**src/verilog/scope_regs_pkg.sv**
```systemverilog
`default_nettype none

package scope_regs_pkg;

    localparam int REG_WIDTH = 32;
    localparam int N_REGS = 8;

    // Byte address, so the two low bits never select a register
    localparam int ADDR_WIDTH = 5;

    // Word indices of the register map
    localparam logic [2:0] REG_TRIG_MODE = 3'd0;
    localparam logic [2:0] REG_TRIG_LEVEL = 3'd1;
    localparam logic [2:0] REG_DMA_LOW = 3'd2;
    localparam logic [2:0] REG_DMA_HIGH = 3'd3;
    localparam logic [2:0] REG_CHANNEL = 3'd4;
    localparam logic [2:0] REG_TRIG_POINT = 3'd5;
    localparam logic [2:0] REG_ACQ_MODE = 3'd6;
    // Writing here rearms the trigger, reading returns the state code
    localparam logic [2:0] REG_REARM = 3'd7;

endpackage

`default_nettype wire

```
**src/verilog/trigger_pkg.sv**
```systemverilog
`default_nettype none

package trigger_pkg;

    // Every channel carries signed integer samples of this width
    localparam int SAMPLE_WIDTH = 16;
    localparam int N_CHANNELS = 6;
    // Wide enough to hold a channel index and the two unused codes above it
    localparam int CHANNEL_BITS = 3;

    // Selected samples needed before the pretrigger part of the buffer is full
    localparam int FILL_DEPTH = 32;

    // The codes are read back through the status register
    typedef enum logic [2:0] {
        WAIT_FILL = 3'd0,
        RUN = 3'd1,
        STOP = 3'd2,
        FREE_RUN = 3'd3
    } fsm_state_t;

    typedef enum logic [1:0] {
        RISING = 2'd0,
        FALLING = 2'd1,
        BOTH = 2'd2,
        NONE = 2'd3
    } trigger_mode_t;

    // Code 3 has no name and is handled like continuous acquisition
    typedef enum logic [1:0] {
        CONTINUOUS = 2'd0,
        SINGLE = 2'd1,
        FREE = 2'd2
    } acq_mode_t;

endpackage

`default_nettype wire

```
**src/verilog/fill_counter.sv**
```systemverilog
`timescale 1ns/1ps
`default_nettype none

module fill_counter (
    input wire logic clock,
    input wire logic rst,
    input wire logic sel_valid,
    input wire logic fill_restart,
    output logic fill_done
);

    typedef logic [$clog2(trigger_pkg::FILL_DEPTH + 1)-1:0] count_t;

    count_t count;

    // Stays high once the depth is reached because the count saturates there
    assign fill_done = count == count_t'(trigger_pkg::FILL_DEPTH);

    always_ff @(posedge clock) begin
        if (rst || fill_restart) begin
            count <= '0;
        end else if (sel_valid && !fill_done) begin
            count <= count + 1'b1;
        end
    end

    count_in_range: assert property (@(posedge clock) disable iff (rst)
        count <= count_t'(trigger_pkg::FILL_DEPTH));

endmodule

`default_nettype wire

```
**src/verilog/level_comparator.sv**
```systemverilog
`timescale 1ns/1ps
`default_nettype none

module level_comparator (
    input wire logic clock,
    input wire logic rst,
    input wire logic [trigger_pkg::N_CHANNELS*trigger_pkg::SAMPLE_WIDTH-1:0] sample_data,
    input wire logic [trigger_pkg::N_CHANNELS-1:0] sample_valid,
    input wire logic [trigger_pkg::CHANNEL_BITS-1:0] channel_sel,
    input wire logic channel_written,
    input wire logic signed [trigger_pkg::SAMPLE_WIDTH-1:0] trigger_level,
    input trigger_pkg::trigger_mode_t trigger_mode,
    output logic sel_valid,
    output logic edge_hit
);

    logic signed [trigger_pkg::SAMPLE_WIDTH-1:0] sel_data;
    logic above;
    logic prev_above;
    logic have_prev;
    logic crossing;

    // Channel codes past the last channel leave the trigger without a source
    always_comb begin
        sel_valid = 1'b0;
        sel_data = '0;
        for (int ch = 0; ch < trigger_pkg::N_CHANNELS; ch++) begin
            if (channel_sel == (trigger_pkg::CHANNEL_BITS)'(ch)) begin
                sel_valid = sample_valid[ch];
                sel_data = sample_data[ch*trigger_pkg::SAMPLE_WIDTH +: trigger_pkg::SAMPLE_WIDTH];
            end
        end
    end

    // Equal to the level counts as below
    assign above = sel_data > trigger_level;

    always_comb begin
        case (trigger_mode)
            trigger_pkg::RISING: crossing = !prev_above && above;
            trigger_pkg::FALLING: crossing = prev_above && !above;
            trigger_pkg::BOTH: crossing = prev_above != above;
            default: crossing = 1'b0;
        endcase
    end

    always_ff @(posedge clock) begin
        if (rst || channel_written) begin
            // Forget the last sample so the next one only seeds the history
            prev_above <= 1'b0;
            have_prev <= 1'b0;
            edge_hit <= 1'b0;
        end else begin
            edge_hit <= sel_valid && have_prev && crossing;
            if (sel_valid) begin
                prev_above <= above;
                have_prev <= 1'b1;
            end
        end
    end

    // A hit always comes from a selected sample one cycle before that flipped the above flag
    hit_after_sample: assert property (@(posedge clock) disable iff (rst)
        edge_hit |-> ($past(sel_valid) && (prev_above != $past(prev_above))));

endmodule

`default_nettype wire

```
**src/verilog/trigger_engine_top.sv**
```systemverilog
`timescale 1ns/1ps
`default_nettype none

module trigger_engine_top (
    input wire logic clock,
    input wire logic rst,
    input wire logic wb_cyc,
    input wire logic wb_stb,
    input wire logic wb_we,
    input wire logic [scope_regs_pkg::ADDR_WIDTH-1:0] wb_adr,
    input wire logic [scope_regs_pkg::REG_WIDTH-1:0] wb_dat_w,
    input wire logic [trigger_pkg::N_CHANNELS*trigger_pkg::SAMPLE_WIDTH-1:0] sample_data,
    input wire logic [trigger_pkg::N_CHANNELS-1:0] sample_valid,
    output logic [scope_regs_pkg::REG_WIDTH-1:0] wb_dat_r,
    output logic wb_ack,
    output logic trigger_out,
    output logic [15:0] trigger_point,
    output logic [63:0] dma_base_addr
);

    // Configuration from the register bank
    trigger_pkg::trigger_mode_t trigger_mode;
    trigger_pkg::acq_mode_t acq_mode;
    logic [trigger_pkg::SAMPLE_WIDTH-1:0] trigger_level;
    logic [trigger_pkg::CHANNEL_BITS-1:0] channel_sel;
    logic channel_written;
    logic rearm;

    // Datapath and control handshakes
    logic sel_valid;
    logic edge_hit;
    logic fill_done;
    logic fill_restart;
    trigger_pkg::fsm_state_t state;

    wb_register_bank i_bank (
        .clock(clock),
        .rst(rst),
        .wb_cyc(wb_cyc),
        .wb_stb(wb_stb),
        .wb_we(wb_we),
        .wb_adr(wb_adr),
        .wb_dat_w(wb_dat_w),
        .state(state),
        .wb_dat_r(wb_dat_r),
        .wb_ack(wb_ack),
        .rearm(rearm),
        .trigger_mode(trigger_mode),
        .trigger_level(trigger_level),
        .channel_sel(channel_sel),
        .acq_mode(acq_mode),
        .trigger_point(trigger_point),
        .dma_base_addr(dma_base_addr),
        .channel_written(channel_written)
    );

    level_comparator i_comparator (
        .clock(clock),
        .rst(rst),
        .sample_data(sample_data),
        .sample_valid(sample_valid),
        .channel_sel(channel_sel),
        .channel_written(channel_written),
        .trigger_level(trigger_level),
        .trigger_mode(trigger_mode),
        .sel_valid(sel_valid),
        .edge_hit(edge_hit)
    );

    fill_counter i_fill (
        .clock(clock),
        .rst(rst),
        .sel_valid(sel_valid),
        .fill_restart(fill_restart),
        .fill_done(fill_done)
    );

    trigger_fsm i_fsm (
        .clock(clock),
        .rst(rst),
        .fill_done(fill_done),
        .edge_hit(edge_hit),
        .rearm(rearm),
        .acq_mode(acq_mode),
        .state(state),
        .trigger_out(trigger_out),
        .fill_restart(fill_restart)
    );

endmodule

`default_nettype wire

```
**src/verilog/trigger_fsm.sv**
```systemverilog
`timescale 1ns/1ps
`default_nettype none

module trigger_fsm (
    input wire logic clock,
    input wire logic rst,
    input wire logic fill_done,
    input wire logic edge_hit,
    input wire logic rearm,
    input trigger_pkg::acq_mode_t acq_mode,
    output trigger_pkg::fsm_state_t state,
    output logic trigger_out,
    output logic fill_restart
);

    always_ff @(posedge clock) begin
        if (rst) begin
            state <= trigger_pkg::WAIT_FILL;
            trigger_out <= 1'b0;
            fill_restart <= 1'b0;
        end else begin
            fill_restart <= 1'b0;
            case (state)
                trigger_pkg::WAIT_FILL: begin
                    trigger_out <= 1'b0;
                    // The counter still reads full in the cycle its clear is issued
                    if (fill_done && !fill_restart) begin
                        state <= trigger_pkg::RUN;
                    end
                end
                trigger_pkg::RUN: begin
                    if (acq_mode == trigger_pkg::FREE) begin
                        state <= trigger_pkg::FREE_RUN;
                        trigger_out <= 1'b1;
                    end else if (trigger_out && acq_mode == trigger_pkg::SINGLE) begin
                        // One shot taken, hold off until software rearms
                        state <= trigger_pkg::STOP;
                        trigger_out <= 1'b0;
                    end else begin
                        trigger_out <= edge_hit;
                    end
                end
                trigger_pkg::STOP: begin
                    trigger_out <= 1'b0;
                    if (acq_mode == trigger_pkg::FREE) begin
                        state <= trigger_pkg::FREE_RUN;
                        trigger_out <= 1'b1;
                    end else if (rearm) begin
                        // A new shot needs a fresh pretrigger fill
                        state <= trigger_pkg::WAIT_FILL;
                        fill_restart <= 1'b1;
                    end else if (acq_mode != trigger_pkg::SINGLE) begin
                        state <= trigger_pkg::RUN;
                    end
                end
                trigger_pkg::FREE_RUN: begin
                    if (acq_mode != trigger_pkg::FREE) begin
                        state <= trigger_pkg::RUN;
                        trigger_out <= 1'b0;
                    end else begin
                        trigger_out <= 1'b1;
                    end
                end
                default: begin
                    state <= trigger_pkg::WAIT_FILL;
                    trigger_out <= 1'b0;
                end
            endcase
        end
    end

    // No trigger may reach the memory while it is filling or stopped
    quiet_when_idle: assert property (@(posedge clock) disable iff (rst)
        (state == trigger_pkg::WAIT_FILL || state == trigger_pkg::STOP) |-> !trigger_out);

endmodule

`default_nettype wire

```
**src/verilog/wb_register_bank.sv**
```systemverilog
`timescale 1ns/1ps
`default_nettype none

module wb_register_bank (
    input wire logic clock,
    input wire logic rst,
    input wire logic wb_cyc,
    input wire logic wb_stb,
    input wire logic wb_we,
    input wire logic [scope_regs_pkg::ADDR_WIDTH-1:0] wb_adr,
    input wire logic [scope_regs_pkg::REG_WIDTH-1:0] wb_dat_w,
    input trigger_pkg::fsm_state_t state,
    output logic [scope_regs_pkg::REG_WIDTH-1:0] wb_dat_r,
    output logic wb_ack,
    output logic rearm,
    output trigger_pkg::trigger_mode_t trigger_mode,
    output logic [trigger_pkg::SAMPLE_WIDTH-1:0] trigger_level,
    output logic [trigger_pkg::CHANNEL_BITS-1:0] channel_sel,
    output trigger_pkg::acq_mode_t acq_mode,
    output logic [15:0] trigger_point,
    output logic [63:0] dma_base_addr,
    output logic channel_written
);

    logic bus_req;
    logic [$clog2(scope_regs_pkg::N_REGS)-1:0] word_idx;
    logic [scope_regs_pkg::REG_WIDTH-1:0] dma_low;
    logic [scope_regs_pkg::REG_WIDTH-1:0] dma_high;
    logic [scope_regs_pkg::REG_WIDTH-1:0] rd_mux;
    logic rearm_hit;

    // A new request is one that has not been acknowledged yet
    assign bus_req = wb_cyc && wb_stb && !wb_ack;
    assign word_idx = wb_adr[scope_regs_pkg::ADDR_WIDTH-1:2];
    assign dma_base_addr = {dma_high, dma_low};

    always_ff @(posedge clock) begin
        if (rst) begin
            wb_ack <= 1'b0;
            rearm_hit <= 1'b0;
            rearm <= 1'b0;
            channel_written <= 1'b0;
            trigger_mode <= trigger_pkg::RISING;
            trigger_level <= '0;
            dma_low <= '0;
            dma_high <= '0;
            channel_sel <= '0;
            trigger_point <= '0;
            acq_mode <= trigger_pkg::CONTINUOUS;
        end else begin
            wb_ack <= bus_req;
            // The rearm write is marked during ack and issued one cycle later
            rearm_hit <= bus_req && wb_we && word_idx == scope_regs_pkg::REG_REARM;
            rearm <= rearm_hit;
            // Tells the comparator that its edge history belongs to another channel
            channel_written <= bus_req && wb_we && word_idx == scope_regs_pkg::REG_CHANNEL;
            if (bus_req && wb_we) begin
                // Each field keeps only the bits it needs
                case (word_idx)
                    scope_regs_pkg::REG_TRIG_MODE:
                        trigger_mode <= trigger_pkg::trigger_mode_t'(wb_dat_w[1:0]);
                    scope_regs_pkg::REG_TRIG_LEVEL:
                        trigger_level <= wb_dat_w[trigger_pkg::SAMPLE_WIDTH-1:0];
                    scope_regs_pkg::REG_DMA_LOW:
                        dma_low <= wb_dat_w;
                    scope_regs_pkg::REG_DMA_HIGH:
                        dma_high <= wb_dat_w;
                    scope_regs_pkg::REG_CHANNEL:
                        channel_sel <= wb_dat_w[trigger_pkg::CHANNEL_BITS-1:0];
                    scope_regs_pkg::REG_TRIG_POINT:
                        trigger_point <= wb_dat_w[15:0];
                    scope_regs_pkg::REG_ACQ_MODE:
                        acq_mode <= trigger_pkg::acq_mode_t'(wb_dat_w[1:0]);
                    default: begin
                    end
                endcase
            end
        end
    end

    // Readback is zero extended from the stored field widths
    always_comb begin
        case (word_idx)
            scope_regs_pkg::REG_TRIG_MODE:
                rd_mux = {{(scope_regs_pkg::REG_WIDTH-2){1'b0}}, trigger_mode};
            scope_regs_pkg::REG_TRIG_LEVEL:
                rd_mux = {{(scope_regs_pkg::REG_WIDTH-trigger_pkg::SAMPLE_WIDTH){1'b0}},
                          trigger_level};
            scope_regs_pkg::REG_DMA_LOW:
                rd_mux = dma_low;
            scope_regs_pkg::REG_DMA_HIGH:
                rd_mux = dma_high;
            scope_regs_pkg::REG_CHANNEL:
                rd_mux = {{(scope_regs_pkg::REG_WIDTH-trigger_pkg::CHANNEL_BITS){1'b0}},
                          channel_sel};
            scope_regs_pkg::REG_TRIG_POINT:
                rd_mux = {{(scope_regs_pkg::REG_WIDTH-16){1'b0}}, trigger_point};
            scope_regs_pkg::REG_ACQ_MODE:
                rd_mux = {{(scope_regs_pkg::REG_WIDTH-2){1'b0}}, acq_mode};
            default:
                rd_mux = {{(scope_regs_pkg::REG_WIDTH-3){1'b0}}, state};
        endcase
    end

    // Read data is captured with the ack so it is stable while ack is high
    always_ff @(posedge clock) begin
        if (bus_req) begin
            wb_dat_r <= rd_mux;
        end
    end

    // The master must hold the cycle open until it has seen the ack
    ack_in_cycle: assert property (@(posedge clock) disable iff (rst)
        wb_ack |-> (wb_cyc && wb_stb));

endmodule

`default_nettype wire
```
**config.mk**
```make
export PLATFORM = sky130hd
export DESIGN_NAME = trigger_engine_top
export DESIGN_NICKNAME = d
export VERILOG_FILES = /design/src/verilog/scope_regs_pkg.sv /design/src/verilog/trigger_pkg.sv /design/src/verilog/fill_counter.sv /design/src/verilog/level_comparator.sv /design/src/verilog/trigger_engine_top.sv /design/src/verilog/trigger_fsm.sv /design/src/verilog/wb_register_bank.sv
export SDC_FILE = /design/constraint.sdc
export NUM_CORES = 1
export LEC_CHECK = 0
export BUFFER_PORTS_ARGS = -buffer_cell sky130_fd_sc_hd__buf_2
export CORE_AREA = 2 2 127 153
export CTS_CLUSTER_DIAMETER = 30
export CTS_CLUSTER_SIZE = 25
export DETAILED_ROUTE_END_ITERATION = 10
export DIE_AREA = 0 0 129 155
export PLACE_DENSITY = 0.79
export REMOVE_ABC_BUFFERS = 1
export SLEW_MARGIN = 20
export SYNTH_ARGS = -nofsm -noshare
export SYNTH_HDL_FRONTEND = slang
export SYNTH_HIERARCHICAL = 1
export SYNTH_SLANG_ARGS = --single-unit
```
**constraint.sdc**
```tcl
create_clock -name clock -period 4.05 [get_ports clock]
set_input_delay 0.6075 -clock clock [delete_from_list [all_inputs] [get_ports clock]]
set_output_delay 0.6075 -clock clock [all_outputs]
set_load 0.02 [all_outputs]
```
# Word level (Yosys, flattened, before mapping)
# Index checks and enable logic that the tools add are counted.
# op_classes
n_eq_ne	27
reduce_logical	32
mux	28
add_sub_neg	1
bitwise	1
n_lt_le_gt_ge	1
# op_table
operator	count
32-bit one-hot mux with 7 select lines	1
16-bit two-way mux	6
3-bit two-way mux	7
3-bit by 2-bit == test with 1-bit output (second input constant)	6
3-bit == test (second input constant)	6
16-bit > comparator	1
2-bit AND reduction	7
1-bit logical AND	12
3-bit one-hot mux with 4 select lines	1
1-bit two-way mux	11
3-bit by 1-bit == test with 1-bit output (second input constant)	3
3-bit zero test	3
6-bit by 1-bit adder with 6-bit output (second input constant)	1
6-bit == test (second input constant)	1
2-bit by 1-bit inequality test with 1-bit output (second input constant)	3
1-bit one-hot mux with 3 select lines	2
1-bit zero test	5
2-bit by 1-bit == test with 1-bit output (second input constant)	2
2-bit == test (second input constant)	2
4-bit by 2-bit inequality test with 1-bit output (second input constant)	1
4-bit AND reduction	1
3-bit by 1-bit inequality test with 1-bit output (second input constant)	1
3-bit OR reduction	1
2-bit zero test	1
4 further kinds	5
# word_totals
wordCells	109
reg_bits	153
inputBits	144
output_inout_bits	114

# Longest topological paths before layout
# Gate-level depths: netlist of run 1.
# depth
word_depth	12
depth_mapped	17
ltp_nobuf	15

# Cells and area by module
# Netlist of run 1, hierarchy kept.
# by_module_without_submodules
module	seq_area_each_um2	cells_per_inst	area_each_um2	n_inst
wb_register_bank	3103.0	540	6102.1	1
level_comparator	60.1	202	1438.9	1
trigger_fsm	80.1	39	327.8	1
fill_counter	120.1	34	312.8	1

# Worst setup path before layout of run 1
# OpenSTA, ideal clock, no wires.
# synth_path
path_kind	reg2reg
from	reg i_bank/channel_sel[0] (netlist name)
to	reg i_comparator.edge_hit
stages_incl_launch_ff	17
synth_period_minus_slack_ns	3.413
required_ns	3.988
slack_ns	0.637
setup_ns	0.062
arrival_time_ns	3.351
n_path_buf	3
cell_sequence	dfxtp_1 > buf_2 > buf_2 > buf_2 > mux2i_1 > o221ai_1 > ha_1 > a21oi_2 > nand2_1 > a221o_1 > o31a_2 > o21ai_0 > ha_1 > inv_1 > mux2i_1 > o21ai_0 > and4_1
# synth_via
elab_chain_len	12
elab_cells_between_ends	26
cone_classes	order compare (1); eq/ne (6); mux (13); reduce/logical (6)
# synth_lines
item	line_no	rtl
from (decl)	wb_register_bank.sv:18	output logic [trigger_pkg::CHANNEL_BITS-1:0] channel_sel,
from (signal assigned)	wb_register_bank.sv:69	channel_sel <= wb_dat_w[trigger_pkg::CHANNEL_BITS-1:0];
3-bit zero test	level_comparator.sv:28	if (channel_sel == (trigger_pkg::CHANNEL_BITS)'(ch)) begin
16-bit two-way mux (6 in a row)	level_comparator.sv:28	
16-bit > comparator	level_comparator.sv:36	assign above = sel_data > trigger_level;
1-bit zero test	level_comparator.sv:41	trigger_pkg::FALLING: crossing = prev_above && !above;
1-bit logical AND	level_comparator.sv:41	
1-bit one-hot mux with 3 select lines	level_comparator.sv:39	case (trigger_mode)
1-bit logical AND *	level_comparator.sv:54	edge_hit <= sel_valid && have_prev && crossing;
to (signal assigned)	level_comparator.sv:54	
to (decl)	level_comparator.sv:14	output logic edge_hit
# Mark *: on every way between the ends. The rest lies on a longest branch, timed or not.
# A chain may end at the register's enable or synchronous reset.

# Worst setup path after layout of run 1
# Ends and elaborated chain as after synthesis.

==> flow_summary.yaml, run 1 <==
outcome:
  status: "finished clean"
synthesis:
  syn-cell-area_um2: 8180
  synthTopCellsByArea: "dfxtp_1, mux2i_1, edfxtp_1"
  ys_seq_area_share_pct: 41.1
  synth_edf_count: 32
  synth_top_area_share_pct: 29.4
  syn_area_per_cell_um2: 10.0
  synth_cells: 815
  async_flop_share_pct: 0
  ys_warn_count: 6
  netlist.top_cell.by_area: "dfxtp_1"
  synth-main-ff-cell: "dfxtp_1"
  synth.distinct_cells: 64
  ys_ff_latch: 152
clock_network:
  cts_tree: "done"
  clk_latency_ns: 0.42
  clk_pin_slew_ns: 0.06
  cts_setup_buffers: 0
  cts_max_level: 4
  cts_made_buffers: 17
  cts_root_buf: "clkbuf_16"
  hold_buffers: 0
  cts-resized-gates: 0
  clock_path_buffers: 2
  clock_sinks: 152
floorplan:
  die_h_um: 155
  chipWidth_um: 129
  die_area_um2: 20000
  fp-row-count: 55
  coreArea_um2: 18600
  start_util_pct: 43.9
  io_pins: 258
sta:
  slew_violations: 0
  min_period_ns: 3.65
  slew_headroom_pct: 35.7
  max_freq_ghz: 0.274
  worst_pin_slew_ns: 0.965
  grt_setup_unrepaired: "no"
  fin_hold_ws_ns: 0.438
  hold_viol: 0
  fin_skew_ns: 0.00709
  setup_ws_ns: 0.398
  period_share_pct: 90.2
  finalSetupViolations: 0
finish:
  fillers: 1711
  nNetsFinal: 1215
  drive_above_1_share_pct: 30.6
  area_growth_pct: 23.9
  post-route-util_pct: 54.3
  final_cell_area_um2: 10100
grt:
  overflow: 0
  track_usage_pct: 22.1
  grt_pass1_wl_mm: 34.9
  grt_max_degree: 97
  grt_pass1_vias: 6826
  grt_antenna_before_repair: 1
drt:
  wl_mm: 22.6
  antenna_left: 0
  vias_per_cell: 5.24
  drt-pass1-iter-count: 5
  post_drt_wl_per_cell_um: 17.1
  drtIter0Drc: 252
  vias: 6893
  post-route-drc-count: 0
pwr:
  p_leak_nw: 4.53
  powerDensity_nw_per_um2: 354
  ir_worst_vdd_v: 0.000208
worst_setup_path:
  critPathMaxFanout: 18
  crit_type: "reg -> reg"
  startpoint_type: "flop"
  cp.required_ns: 4.36
  arrival_ns: 3.96
  endpoint_kind: "flop"
place:
  dpl_cell_area_um2: 9570
  pre_cts_slack_ns: 0.390
  gp_congestion: 0.815
  dp_hpwl_mm: 16.3
  port_buffers: 255
min_path:
  hold_path.class: "reg -> reg"
run:
  cap_violations: 0
path summary, 6_finish.rpt:
| path | depth (start not counted) | to | slack (ns) | start |
|---|---|---|---|---|
| min reg2reg | 1 | i_bank/rearm | 0.44 | i_bank/rearm_hit |
| max reg2reg | 14 | i_comparator/edge_hit | 0.40 | i_bank/channel_sel[0] |
| min | 1 | i_bank/rearm | 0.44 | i_bank/rearm_hit |
| max | 14 | i_comparator/edge_hit | 0.40 | i_bank/channel_sel[0] |
report_power, final:
| group | internal (mW) | switching (mW) |
|---|---|---|
| Clock | 0.863 | 0.646 |
| Combinational | 0.214 | 0.263 |
| Sequential | 1.58 | 0.0270 |
| Total | 2.66 | 0.935 |
registers in the layout, summed over array words and instances (netlist names), 2 cells and up:
register,flops
i_bank/acq_mode,2
i_bank/channel_sel,3
i_bank/dma_high,32
i_bank/dma_low,32
i_bank/trigger_level,16
i_bank/trigger_mode,2
i_bank/trigger_point,16
i_bank/wb_dat_r,32
i_fill/count,6
i_fsm/state,2
layout by cell type (no fill, tap or decap), types with 14 or more instances in the layout:
cell type	netlist	routed
a22oi_1	26	26
buf_2	18	254
nand2_1	30	30
a21oi_1	23	23
ha_1	25	25
buf_4	8	15
o22ai_1	14	14
mux2i_1	154	154
o221ai_1	15	15
clkbuf_16	0	17
nand2b_1	141	141
inv_1	26	26
dfxtp_1	120	119
edfxtp_1	32	32
nor2_1	43	43
synth_stat cells (3+ instances only):
master / number
ha_1: 25
mux2_2: 3
or3_1: 3
buf_2: 18
inv_1: 26
a211oi_1: 5
a21oi_1: 23
a21boi_1: 3
nor4_1: 5
nor2_1: 43
clkbuf_1: 22
nand3_1: 7
nand4_1: 6
nand3b_1: 4
nand2_1: 30
o22ai_1: 14
dfxtp_1: 120
nor3_1: 4
a22oi_1: 26
nor2b_1: 11
o21ai_0: 10
edfxtp_1: 32
o211ai_1: 3
buf_6: 8
nand2b_1: 141
buf_4: 8
o221ai_1: 15
mux2i_1: 154
cells by family (layout without fill, tap and decap cells):
kind of cell / Yosys count / count (layout) / synth area share (%)
simple gates: 273 / 273 / 19.4
mux: 158 / 158 / 19.5
flops: 152 / 152 / 41.1
compound gates: 120 / 120 / 10.5
buf+inv: 84 / 328 / 5.37
fa+ha+maj: 25 / 25 / 3.82
xor+xnor: 2 / 2 / 0.214
other cells: 1 / 2 / 0.0458
worst max-delay path, cell delays in order (launching register included):
cell      delay, ns
dfxtp_2        0.60
and3b_1        0.57
nand2_1        0.11
o221ai_1       0.10
ha_1           0.30
a21oi_1        0.12
o21ai_0        0.12
a221o_1        0.39
nor4_1         0.37
o21ai_0        0.14
ha_1           0.29
inv_1          0.03
mux2i_1        0.11
o21ai_0        0.08
and4_1         0.20
cell type report:
class                      count  area (um2)  share of cell area [%]
tap                          256         320                    3.16
antenna                        1        2.50                  0.0247
inverter                      26        97.6                   0.963
timing repair buffer         270        1400                    13.9
sequential                   152        3360                    33.2
clock buffer                  18         439                    4.33
multi-input combinational    579        4380                    43.3
clock inverter                14         123                    1.21
metrics by stage:
stage                     TNS [ns]  instances  power, mW
after floorplan            -0.0508        757       1.92
after global placement           0       1283       2.10
after detailed placement         0       1283       2.11
after global routing             0       1315       3.74
after CTS                        0       1315       3.62
final                            0       1316       3.59
per-layer routing:
metal  wire length (um)  up-vias  GRT usage [%]
li1                   -     3366              -
met1               8970     3244           25.1
met2              11300      243           39.2
met3               1630       40           6.16
met4                612        0           8.54
met5                  0        -              0
Power figures use the tool's default switching activity.
==> run 2: changes to the inputs <==
--- a/config.mk
+++ b/config.mk
@@ -11,7 +11,7 @@
 export CTS_CLUSTER_SIZE = 25
 export DETAILED_ROUTE_END_ITERATION = 10
 export DIE_AREA = 0 0 129 155
-export PLACE_DENSITY = 0.79
+export PLACE_DENSITY = 0.69
 export REMOVE_ABC_BUFFERS = 1
 export SLEW_MARGIN = 20
 export SYNTH_ARGS = -nofsm -noshare
==> run 2 against run 1 <==
Effect of this change:
- clock-buffer cell count up 8
- final cell count about the same
- total power up 0.68%
- clock power about the same
- final area is essentially flat
- routed wire length up 1.2%
- non-clock buffer count decreased by 1
- critical endpoint unchanged
==> flow_summary.yaml, run 2 (synthesis gave the netlist of run 1 again) <==
outcome:
  status: "finished clean"
pwr:
  netSwitchingFraction_pct: 24.6
  powerDensity_nw_per_um2: 357
  p_int_mw: 2.73
  p_total_mw: 3.62
  p_comb_share_pct: 13.0
  p_leak_nw: 4.53
  ir_worst_vdd_v: 0.000269
  p_clk_share_pct: 42.5
  p_switching_mw: 0.888
  power_frac_seq_pct: 44.5
grt:
  overflow: 0
  grt_pass1_wl_mm: 35.1
  grt_max_degree: 58
  track_usage_pct: 22.6
  grt_antenna_before_repair: 1
  grt_pass1_vias: 6642
place:
  port_buffers: 255
  gp_congestion: 0.848
  dp_hpwl_mm: 16.5
  pre_cts_slack_ns: 0.385
  place_inst: 1282
worst_setup_path:
  arrival_ns: 3.96
  crit_path_start: "i_bank/channel_sel[1]"
  crit_type: "reg -> reg"
  cp_slowest_cell: "dfxtp_1"
  path_cells: "buf_4 > mux2i_1 > nor2_1 > a21oi_1 > o221ai_1 > ha_1 > a21oi_2 > nand2_1 > a221o_1 > nor4_1 > o21ai_0 > ha_1 > inv_1 > mux2i_1 > o21ai_0 > and4_1"
  startpoint_type: "flop"
  rrSetupSlack_ns: 0.41
  endpoint_kind: "flop"
  cp.required_ns: 4.37
  critPathMaxFanout: 12
  rr_endpoint: "i_comparator/edge_hit"
  critPathMaxStageDelay_ns: 0.48
  rr_startpoint: "i_bank/channel_sel[1]"
  r2r_cells: 16
sta:
  timing.setup.tns_ns: 0
  finalSetupViolations: 0
  min_period_ns: 3.64
  slew_headroom_pct: 34.8
  max_freq_ghz: 0.275
  setup_ws_ns: 0.407
  slew_violations: 0
  fin_hold_ws_ns: 0.442
  worst_pin_slew_ns: 0.978
  period_share_pct: 90.0
  hold_viol: 0
  grt_setup_unrepaired: "no"
  fin_skew_ns: 0.00844
floorplan:
  start_util_pct: 43.9
  fp-row-count: 55
  chipWidth_um: 129
  die_area_um2: 20000
  io_pins: 258
  coreArea_um2: 18600
  die_h_um: 155
finish:
  nNetsFinal: 1214
  area_growth_pct: 23.9
  multiInputGateArea_um2: 4380
  drive_above_1_share_pct: 29.9
  reg_top3: "i_bank/dma_high (32), i_bank/dma_low (32), i_bank/wb_dat_r (32)"
  seqCellArea_um2: 3360
  fillers: 1752
  final_common_cell: "buf_2"
  layout_common_cells: "buf_2, mux2i_1, nand2b_1"
  stdcell_count: 1315
run:
  cap_violations: 0
min_path:
  hold_start: "i_bank/rearm_hit"
  worstHoldEndpoint: "i_bank/rearm"
  hold_path.class: "reg -> reg"
  min_path_cells: 1
clock_network:
  cts_tree: "done"
  clock_sinks: 152
  cts_max_level: 4
  clock_path_buffers: 2
  cts_setup_buffers: 0
  hold_buffers: 0
  cts_root_buf: "clkbuf_16"
  clk_pin_slew_ns: 0.06
  cts-resized-gates: 0
  clk_latency_ns: 0.42
  cts_made_buffers: 17
drt:
  antenna_left: 0
  drtIter0Drc: 243
  vias: 6808
  vias_per_cell: 5.18
  post_drt_wl_per_cell_um: 17.4
  wl_mm: 22.8
  drt-pass1-iter-count: 5
  post-route-drc-count: 0
run 2: cell count changes in the layout (fill, tap and decap cells not counted), moves of 2 or more:
cell / change
clkbuf_1: +6
clkinvlp_4: -3
inv_6: -3
clkbuf_16: +2
clkinv_2: -2
run 2: power by group through the flow:
stage | Combinational (mW) | Clock (mW) | Sequential [mW]
detailed placement | 0.471 | 0 | 1.64
global placement | 0.464 | 0 | 1.64
global route | 0.519 | 1.63 | 1.61
CTS | 0.474 | 1.57 | 1.61
finish | 0.471 | 1.54 | 1.61
floorplan | 0.258 | 0 | 1.66
run 2: routing by layer:
metal / global-route usage (%) / share of wire [%]
met5: 0 / 0
met4: 8.49 / 2.3
met3: 6.22 / 7.7
met2: 39.4 / 50
met1: 26.2 / 40
run 2: cell type report:
class / instances / share of cell area (%)
diodes: 1 / 0.0247
clock buffers: 26 / 5.05
clock inverters: 6 / 0.605
inverters: 26 / 0.963
multi-input cells: 579 / 43.2
flip-flops and latches: 152 / 33.2
well taps: 256 / 3.16
repair buffers: 269 / 13.8
run 2: worst max path at each step:
stage / endpoint
after global placement: i_comparator/edge_hit
after detailed placement: i_comparator/edge_hit
final: i_comparator/edge_hit
after CTS: i_comparator/edge_hit
after global routing: i_comparator/edge_hit
after floorplan: i_comparator/edge_hit
run 2: worst max-delay path: cells and delay by family (launching register included):
family          cells  cell delay (ns)
simple gates        4             0.68
fa+ha+maj           2             0.65
buf+inv             2             0.32
compound gates      6             1.05
flops               1             0.48
mux                 2             0.36
run 2: through the flow:
stage | cell area [um2] | util, %
floorplan | 7840 | -
global placement | 9560 | 51.3
detailed placement | 9560 | 51.3
CTS | 10100 | 54.3
global route | 10100 | 54.3
finish | 10100 | 54.3
